File: src/source/blend_params.svh
// Channel, tag and bus widths plus register offsets of the pixel blend unit
`ifndef BLEND_PARAMS_SVH
`define BLEND_PARAMS_SVH

// Bits per color channel, RGBA8
`define BLEND_SUB_PIXEL_WIDTH 8
// Framebuffer address tag carried with each fragment
`define BLEND_TAG_WIDTH 16

// Wishbone slave bus
`define BLEND_WB_ADDR_WIDTH 4
`define BLEND_WB_DATA_WIDTH 32

// Register byte offsets
`define BLEND_REG_CONFIG 0
`define BLEND_REG_COUNT 4

`endif

File: src/source/BlendPkg.sv
// BlendPkg with color, fragment, result and config types plus factor and bus state enums
package BlendPkg;
`include "blend_params.svh"

    typedef logic [`BLEND_SUB_PIXEL_WIDTH - 1 : 0] subPixel_t;

    // Red in the top byte, alpha in the bottom byte
    typedef struct packed {
        subPixel_t r;
        subPixel_t g;
        subPixel_t b;
        subPixel_t a;
    } rgba_t;

    // OpenGL style blend factor codes
    typedef enum logic [3 : 0] {
        ZERO                = 4'd0,
        ONE                 = 4'd1,
        DST_COLOR           = 4'd2,
        SRC_COLOR           = 4'd3,
        ONE_MINUS_DST_COLOR = 4'd4,
        ONE_MINUS_SRC_COLOR = 4'd5,
        SRC_ALPHA           = 4'd6,
        ONE_MINUS_SRC_ALPHA = 4'd7,
        DST_ALPHA           = 4'd8,
        ONE_MINUS_DST_ALPHA = 4'd9,
        SRC_ALPHA_SATURATE  = 4'd10
    } blendFactor_e;

    // Same bit order as the CONFIG register, source in the low nibble
    typedef struct packed {
        blendFactor_e dstFactor;
        blendFactor_e srcFactor;
    } blendConfig_t;

    typedef struct packed {
        rgba_t                            sourceColor;
        rgba_t                            destColor;
        logic [`BLEND_TAG_WIDTH - 1 : 0]  tag;
    } fragment_t;

    typedef struct packed {
        rgba_t                            color;
        logic [`BLEND_TAG_WIDTH - 1 : 0]  tag;
    } blendResult_t;

    typedef enum logic {
        IDLE,
        ACK
    } busState_e;

endpackage

File: src/source/BlendControl.sv
// BlendControl, Wishbone classic slave with blend CONFIG and pixel COUNT registers
`timescale 1ns/10ps
`include "blend_params.svh"

module BlendControl
    import BlendPkg::*;
(
    input  logic                                    aclk,
    input  logic                                    arstN,

    input  logic                                    wbCyc,
    input  logic                                    wbStb,
    input  logic                                    wbWe,
    input  logic [`BLEND_WB_ADDR_WIDTH - 1 : 0]     wbAdr,
    input  logic [`BLEND_WB_DATA_WIDTH - 1 : 0]     wbDatW,
    input  logic [`BLEND_WB_DATA_WIDTH / 8 - 1 : 0] wbSel,
    output logic [`BLEND_WB_DATA_WIDTH - 1 : 0]     wbDatR,
    output logic                                    wbAck,

    input  logic                                    resultValid,
    output blendConfig_t                            blendConfig
);

    localparam logic [`BLEND_WB_ADDR_WIDTH - 1 : 0] CONFIG_ADDR = `BLEND_REG_CONFIG;
    localparam logic [`BLEND_WB_ADDR_WIDTH - 1 : 0] COUNT_ADDR = `BLEND_REG_COUNT;

    busState_e                              state;
    logic                                   busWrite;
    blendFactor_e                           srcFactor;
    blendFactor_e                           dstFactor;
    logic                                   enable;
    logic [`BLEND_WB_DATA_WIDTH - 1 : 0]    pixelCount;

    // One ack per strobe, then back to idle
    always_ff @(posedge aclk or negedge arstN)
    begin
        if (!arstN)
        begin
            state <= IDLE;
        end
        else
        begin
            case (state)
                IDLE:
                    if (wbCyc && wbStb)
                        state <= ACK;
                default:
                    state <= IDLE;
            endcase
        end
    end

    assign wbAck = (state == ACK);

    // Writes land on the acknowledge edge
    assign busWrite = (state == ACK) && wbCyc && wbStb && wbWe;

    always_ff @(posedge aclk or negedge arstN)
    begin
        if (!arstN)
        begin
            srcFactor <= ONE;
            dstFactor <= ZERO;
            enable <= 1'b0;
        end
        else if (busWrite && (wbAdr == CONFIG_ADDR))
        begin
            if (wbSel[0])
            begin
                srcFactor <= blendFactor_e'(wbDatW[3 : 0]);
                dstFactor <= blendFactor_e'(wbDatW[7 : 4]);
            end
            if (wbSel[1])
                enable <= wbDatW[8];
        end
    end

    // Clear wins over a same-cycle increment
    always_ff @(posedge aclk or negedge arstN)
    begin
        if (!arstN)
            pixelCount <= '0;
        else if (busWrite && (wbAdr == COUNT_ADDR))
            pixelCount <= '0;
        else if (resultValid)
            pixelCount <= pixelCount + 1'b1;
    end

    always_comb
    begin
        wbDatR = '0;
        if (wbAdr == CONFIG_ADDR)
            wbDatR[8 : 0] = {enable, dstFactor, srcFactor};
        else if (wbAdr == COUNT_ADDR)
            wbDatR = pixelCount;
    end

    // Disabled means plain source pass-through
    always_comb
    begin
        if (enable)
        begin
            blendConfig.srcFactor = srcFactor;
            blendConfig.dstFactor = dstFactor;
        end
        else
        begin
            blendConfig.srcFactor = ONE;
            blendConfig.dstFactor = ZERO;
        end
    end

endmodule

File: src/source/ColorBlender.sv
// ColorBlender, blend factor selection ahead of ColorMixer with valid and tag pipeline
`timescale 1ns/10ps
`include "blend_params.svh"

module ColorBlender
    import BlendPkg::*;
(
    input  logic            aclk,
    input  logic            arstN,

    input  blendConfig_t    blendConfig,

    input  logic            fragmentValid,
    input  fragment_t       fragment,

    output logic            resultValid,
    output blendResult_t    result
);

    localparam subPixel_t ONE_POINT_ZERO = '1;

    blendFactor_e                       srcFactor;
    blendFactor_e                       dstFactor;
    rgba_t                              srcFactorColor;
    rgba_t                              dstFactorColor;
    rgba_t                              mixedColor;
    logic                               validStage1;
    logic                               validStage2;
    logic [`BLEND_TAG_WIDTH - 1 : 0]    tagStage1;
    logic [`BLEND_TAG_WIDTH - 1 : 0]    tagStage2;

    // Source side cannot use the source color as its own factor
    function automatic blendFactor_e legalSource(input blendFactor_e f);
        case (f)
            SRC_COLOR, ONE_MINUS_SRC_COLOR:
                legalSource = ZERO;
            default:
                legalSource = f;
        endcase
    endfunction

    function automatic blendFactor_e legalDest(input blendFactor_e f);
        case (f)
            DST_COLOR, ONE_MINUS_DST_COLOR, SRC_ALPHA_SATURATE:
                legalDest = ZERO;
            default:
                legalDest = f;
        endcase
    endfunction

    // Per-channel factor; 255 minus a channel is its bitwise inverse
    function automatic rgba_t factorColor(
        input blendFactor_e f,
        input rgba_t        s,
        input rgba_t        d
    );
        subPixel_t  saturate;
        rgba_t      fc;
        saturate = (s.a < ~d.a) ? s.a : ~d.a;
        case (f)
            ONE:                 fc = {4{ONE_POINT_ZERO}};
            DST_COLOR:           fc = d;
            SRC_COLOR:           fc = s;
            ONE_MINUS_DST_COLOR: fc = ~d;
            ONE_MINUS_SRC_COLOR: fc = ~s;
            SRC_ALPHA:           fc = {4{s.a}};
            ONE_MINUS_SRC_ALPHA: fc = {4{~s.a}};
            DST_ALPHA:           fc = {4{d.a}};
            ONE_MINUS_DST_ALPHA: fc = {4{~d.a}};
            SRC_ALPHA_SATURATE:  fc = {saturate, saturate, saturate, ONE_POINT_ZERO};
            // ZERO and codes 11 to 15
            default:             fc = '0;
        endcase
        factorColor = fc;
    endfunction

    assign srcFactor = legalSource(blendConfig.srcFactor);
    assign dstFactor = legalDest(blendConfig.dstFactor);

    assign srcFactorColor = factorColor(srcFactor, fragment.sourceColor, fragment.destColor);
    assign dstFactorColor = factorColor(dstFactor, fragment.sourceColor, fragment.destColor);

    ColorMixer colorMixer (
        .aclk(aclk),
        .arstN(arstN),
        .colorA(srcFactorColor),
        .colorB(fragment.sourceColor),
        .colorC(dstFactorColor),
        .colorD(fragment.destColor),
        .mixedColor(mixedColor)
    );

    // Valid follows the mixer depth
    always_ff @(posedge aclk or negedge arstN)
    begin
        if (!arstN)
        begin
            validStage1 <= 1'b0;
            validStage2 <= 1'b0;
        end
        else
        begin
            validStage1 <= fragmentValid;
            validStage2 <= validStage1;
        end
    end

    always_ff @(posedge aclk)
    begin
        tagStage1 <= fragment.tag;
        tagStage2 <= tagStage1;
    end

    assign resultValid = validStage2;
    assign result.color = mixedColor;
    assign result.tag = tagStage2;

endmodule

File: src/source/ColorMixer.sv
// ColorMixer, two-stage per-channel multiply-add with rounding and saturation
`timescale 1ns/10ps
`include "blend_params.svh"

module ColorMixer
    import BlendPkg::*;
(
    input  logic    aclk,
    input  logic    arstN,

    input  rgba_t   colorA,
    input  rgba_t   colorB,
    input  rgba_t   colorC,
    input  rgba_t   colorD,

    output rgba_t   mixedColor
);

    localparam int SUB_WIDTH = `BLEND_SUB_PIXEL_WIDTH;
    localparam int PRODUCT_WIDTH = 2 * SUB_WIDTH;
    localparam int SUM_WIDTH = PRODUCT_WIDTH + 1;
    localparam subPixel_t ONE_POINT_ZERO = '1;

    // Index 3 is red, index 0 is alpha
    logic [3 : 0][SUB_WIDTH - 1 : 0]        chanA;
    logic [3 : 0][SUB_WIDTH - 1 : 0]        chanB;
    logic [3 : 0][SUB_WIDTH - 1 : 0]        chanC;
    logic [3 : 0][SUB_WIDTH - 1 : 0]        chanD;
    logic [3 : 0][PRODUCT_WIDTH - 1 : 0]    prodAB;
    logic [3 : 0][PRODUCT_WIDTH - 1 : 0]    prodCD;
    logic [3 : 0][SUB_WIDTH - 1 : 0]        mixed;

    // Add 255, drop 8 bits, clamp anything above full scale
    function automatic subPixel_t roundSaturate(
        input logic [PRODUCT_WIDTH - 1 : 0] p0,
        input logic [PRODUCT_WIDTH - 1 : 0] p1
    );
        logic [SUM_WIDTH - 1 : 0]               sum;
        logic [SUM_WIDTH - SUB_WIDTH - 1 : 0]   shifted;
        sum = {1'b0, p0} + {1'b0, p1} + SUM_WIDTH'(ONE_POINT_ZERO);
        shifted = sum[SUM_WIDTH - 1 : SUB_WIDTH];
        roundSaturate = shifted[SUM_WIDTH - SUB_WIDTH - 1] ? ONE_POINT_ZERO
                                                           : shifted[SUB_WIDTH - 1 : 0];
    endfunction

    assign chanA = colorA;
    assign chanB = colorB;
    assign chanC = colorC;
    assign chanD = colorD;

    // Stage one, products
    always_ff @(posedge aclk or negedge arstN)
    begin
        if (!arstN)
        begin
            prodAB <= '0;
            prodCD <= '0;
        end
        else
        begin
            for (int i = 0; i < 4; i++)
            begin
                prodAB[i] <= chanA[i] * chanB[i];
                prodCD[i] <= chanC[i] * chanD[i];
            end
        end
    end

    // Stage two, rounded and saturated sum
    always_ff @(posedge aclk or negedge arstN)
    begin
        if (!arstN)
        begin
            mixed <= '0;
        end
        else
        begin
            for (int i = 0; i < 4; i++)
            begin
                mixed[i] <= roundSaturate(prodAB[i], prodCD[i]);
            end
        end
    end

    assign mixedColor = mixed;

endmodule

File: src/source/PixelBlendUnit.sv
// PixelBlendUnit, top level joining the bus control block and the blend datapath
`timescale 1ns/10ps
`include "blend_params.svh"

module PixelBlendUnit
    import BlendPkg::*;
(
    input  logic                                    aclk,
    input  logic                                    arstN,

    // Wishbone classic slave
    input  logic                                    wbCyc,
    input  logic                                    wbStb,
    input  logic                                    wbWe,
    input  logic [`BLEND_WB_ADDR_WIDTH - 1 : 0]     wbAdr,
    input  logic [`BLEND_WB_DATA_WIDTH - 1 : 0]     wbDatW,
    input  logic [`BLEND_WB_DATA_WIDTH / 8 - 1 : 0] wbSel,
    output logic [`BLEND_WB_DATA_WIDTH - 1 : 0]     wbDatR,
    output logic                                    wbAck,

    // Fragment stream, no back-pressure
    input  logic                                    fragmentValid,
    input  fragment_t                               fragment,
    output logic                                    resultValid,
    output blendResult_t                            result
);

    blendConfig_t blendConfig;

    BlendControl blendControl (
        .aclk(aclk),
        .arstN(arstN),
        .wbCyc(wbCyc),
        .wbStb(wbStb),
        .wbWe(wbWe),
        .wbAdr(wbAdr),
        .wbDatW(wbDatW),
        .wbSel(wbSel),
        .wbDatR(wbDatR),
        .wbAck(wbAck),
        .resultValid(resultValid),
        .blendConfig(blendConfig)
    );

    ColorBlender colorBlender (
        .aclk(aclk),
        .arstN(arstN),
        .blendConfig(blendConfig),
        .fragmentValid(fragmentValid),
        .fragment(fragment),
        .resultValid(resultValid),
        .result(result)
    );

endmodule

File: config.mk
export PLATFORM = sky130hd
export DESIGN_NAME = PixelBlendUnit
export DESIGN_NICKNAME = d
export VERILOG_FILES = /design/src/source/BlendPkg.sv /design/src/source/BlendControl.sv /design/src/source/ColorBlender.sv /design/src/source/ColorMixer.sv /design/src/source/PixelBlendUnit.sv
export VERILOG_INCLUDE_DIRS = /design/src /design/src/source
export SDC_FILE = /design/constraint.sdc
export NUM_CORES = 2
export LEC_CHECK = 0
export ABC_AREA = 1
export ABC_CLOCK_PERIOD_IN_PS = 5600
export BUFFER_PORTS_ARGS = -buffer_cell sky130_fd_sc_hd__buf_2
export CORE_ASPECT_RATIO = 1.2
export CORE_MARGIN = 1
export CORE_UTILIZATION = 64
export DETAILED_ROUTE_END_ITERATION = 10
export GPL_ROUTABILITY_DRIVEN = 0
export GPL_TIMING_DRIVEN = 0
export PLACE_DENSITY_LB_ADDON = 0.15
export SYNTH_ARGS = -nofsm -noshare
export SYNTH_HDL_FRONTEND = slang
export SYNTH_SLANG_ARGS = --single-unit
File: constraint.sdc
create_clock -name aclk -period 5.6 [get_ports aclk]
set_clock_uncertainty 0.15 [all_clocks]
set_input_delay 0.56 -clock aclk [delete_from_list [all_inputs] [get_ports aclk]]
set_output_delay 0.56 -clock aclk [all_outputs]
set_load 0.02 [all_outputs]
==> metrics.yaml <==
clk_pin_slew_ns: 0.06
syn-cell-area_um2: 30400
worstSkewPairLatency_ns: 0.58
cts.sinks: 236
cts_max_level: 1
synth_seq_area_share: 0.189
pre_cts_ws_ns: -0.684
gr-total-overflow: 0
setup_viol: 0
via_count: 27200
finalMaxSlewViolations: 0
p_comb_frac: 0.478
synthToLayoutAreaGrowth_pct: 13.3
syn_inst: 4039
drcViolationCount: 1
cts.path.max_buffers: 3
crit_path_top_delay_cell: "fa_1"
syn_avg_cell_area_um2: 7.53
p_switching_mw: 3.20
dp_cells: 4820
violations: "DRC"
intPower_mw: 4.46
fill_cells: 3768
synth_top_area_frac: 0.189
final.setup.tns_ns: 0
layout-drive-gt1-share: 0.115
synth_area_leaders: "fa_1, ha_1, dfrtp_1"
placeableCoreArea_um2: 46900
total_power_mw: 7.67
grt_pass1_vias: 26100
end_kind: "register"
synth.most_common_cell: "inv_1"
dr.pass1.iters: 11
status: "finished with violations"
dieWidth_um: 201
fmax_mhz: 181
numCtsBuffers: 28
fp.dieArea_um2: 48400
gr-usage-all-layers: 0.316
antenna_found_initial: 7
synth_seq_cells: 236
rows: 87
synth.distinct_cells: 55
yosysTopAreaCell: "fa_1"
drt-initial-drc-count: 2187
crit_chain: "buf_8, nand2_4, inv_2, nand4_1, buf_2, nand2_1, o21ai_0, nand3_2, inv_2, nor2_1, fa_1, fa_1, fa_1, inv_1, fa_1, inv_1, ha_1, a21oi_2, a21boi_2, o21ai_0, nand3_1, nand3_1, nand2_1"
ioPinCount: 208
grt_max_degree: 117
required_ns: 5.91
critPathLaunchType: "register"
ys.flop_type: "dfrtp_1"
ir_worst_vdd_mv: 0.331
cp_data_arrival_time_ns: 5.84
yosys_warnings: 0
hp-class: "input port to register"
max_cap_viol_count: 0
power.density_nw_per_um2: 222
worst_slack_ns: 0.0695
portBuffers: 157
synth_nets: 4865
fin_crit_sh: 0.988
max_stage_delay_ns: 0.56
wl_per_cell_um: 15.6
critical_path_class: "register to register"
power_frac_seq: 0.278
critPathMostFrequentCell: "fa_1"
start_util: 0.649
grt_pass1_wl_mm: 124
cts_root_buf: "clkbuf_16"
p_clk_frac: 0.244
switching_share: 0.418
slew_headroom: 0.496
cts_tree: "built"
tightest_slew_ns: 0.756
ant_nets: 0
finalHoldViolCount: 0
period_needed_ns: 5.53
die-height_um: 241
routed_wl_mm: 77.6
crit_fanout: 10
yosys-top-cells-count: "inv_1, nand2_1, nor2_1"
instances_no_fill: 4978
leakage_nw: 20.8
rsz0062_at_grt: "yes"
async_flop_share: 0.864
routed_via_density: 5.47
nets: 5153
synth_edf_count: 0
dp_hpwl_mm: 60.4
-- sequential cells by signal, indices dropped and copies added (netlist names) --
| signal | cells |
|---|---|
| colorBlender.tagStage1 | 16 |
| colorBlender.colorMixer.prodCD | 64 |
| colorBlender.resultValid | 1 |
| blendControl.srcFactor | 4 |
| colorBlender.tagStage2 | 16 |
| colorBlender.colorMixer.mixedColor | 32 |
| blendControl.wbAck | 1 |
| blendControl.enable | 1 |
| blendControl.pixelCount | 32 |
| colorBlender.validStage1 | 1 |
| colorBlender.colorMixer.prodAB | 64 |
| blendControl.dstFactor | 4 |
-- cells by family after synthesis --
kind of cell | after synthesis | synth area share
flops | 236 | 0.189
xor+xnor | 97 | 0.0279
mux | 6 | 0.00222
fa+ha+maj | 700 | 0.359
simple gates | 1579 | 0.222
compound gates | 392 | 0.0718
buf+inv | 1029 | 0.128
-- layout by cell type, fill, tap and decap left out, types with 56 or more instances in the layout --
cell / instances
a21oi_1: 161
buf_2: 161
buf_4: 83
dfrtp_1: 203
fa_1: 288
ha_1: 406
inv_1: 920
nand2_1: 769
nand3_1: 147
nand4_1: 56
nor2_1: 438
o21ai_0: 111
xor2_1: 57
-- final timing paths --
| check | slack [ns] | start | to | cells past startpoint |
|---|---|---|---|---|
| max in group asynchronous | 3.92 | arstN | colorBlender.colorMixer.mixedColor[6] | 3 |
| max reg2reg | 0.07 | blendControl.enable | colorBlender.colorMixer.prodCD[13] | 23 |
| min | 0.06 | wbDatW[6] | blendControl.dstFactor[2] | 2 |
| min in group asynchronous | 0.37 | arstN | colorBlender.colorMixer.mixedColor[20] | 2 |
| max | 0.07 | blendControl.enable | colorBlender.colorMixer.prodCD[13] | 23 |
| min reg2reg | 0.17 | colorBlender.tagStage1[1] | colorBlender.tagStage2[1] | 0 |
-- stage by stage --
step	hold slack (ns)	util	cell area [um^2]
floorplan	0.114	-	30400
global placement	0.160	0.682	32000
detailed placement	0.162	0.683	32000
CTS	0.0357	0.711	33400
global route	0.0539	0.735	34500
finish	0.0597	0.735	34500
-- cell type report --
type	instances	area (um^2)	area share
Inverter	971	3650	0.106
Buffer	57	282	0.00816
Clock inverter	15	181	0.00526
Clock buffer	37	774	0.0225
Antenna cell	6	15.0	0.000435
Timing Repair Buffer	259	1660	0.0480
Sequential cell	236	5750	0.167
Multi-Input combinational cell	2774	21400	0.621
Tap cell	623	779	0.0226
-- layer usage --
metal,GRT usage,wire length [um]
met1,0.393,29900
met2,0.543,37300
met3,0.0558,6630
met4,0.134,3600
met5,0,85
-- critical path: cells and delay by family, from the launching register on --
kind | cells | cell delay [ns]
fa+ha+maj | 5 | 2.46
flops | 1 | 0.38
simple gates | 8 | 1.00
compound gates | 4 | 0.63
buf+inv | 6 | 0.81
-- power groups by stage --
stage / clock (mW) / sequential (mW) / combinational (mW)
4_1_cts: 1.92 / 2.13 / 3.57
6_report: 1.87 / 2.13 / 3.66
3_3_place_gp: 0 / 2.16 / 3.45
5_1_grt: 1.98 / 2.16 / 4.20
2_1_floorplan: 0 / 2.24 / 2.52
3_5_place_dp: 0 / 2.16 / 3.50
-- what timing repair did --
action                                 in CTS  in global routing
hold buffers                               18                  0
gates resized for setup                    32                137
buffers inserted                           13                 70
cloned                                      0                  0
setup endpoints to repair                  22                 63
endpoints found under the hold margin     105                  0
pin swaps                                   8                 46
Note: power is estimated with default switching activity, not from simulation.
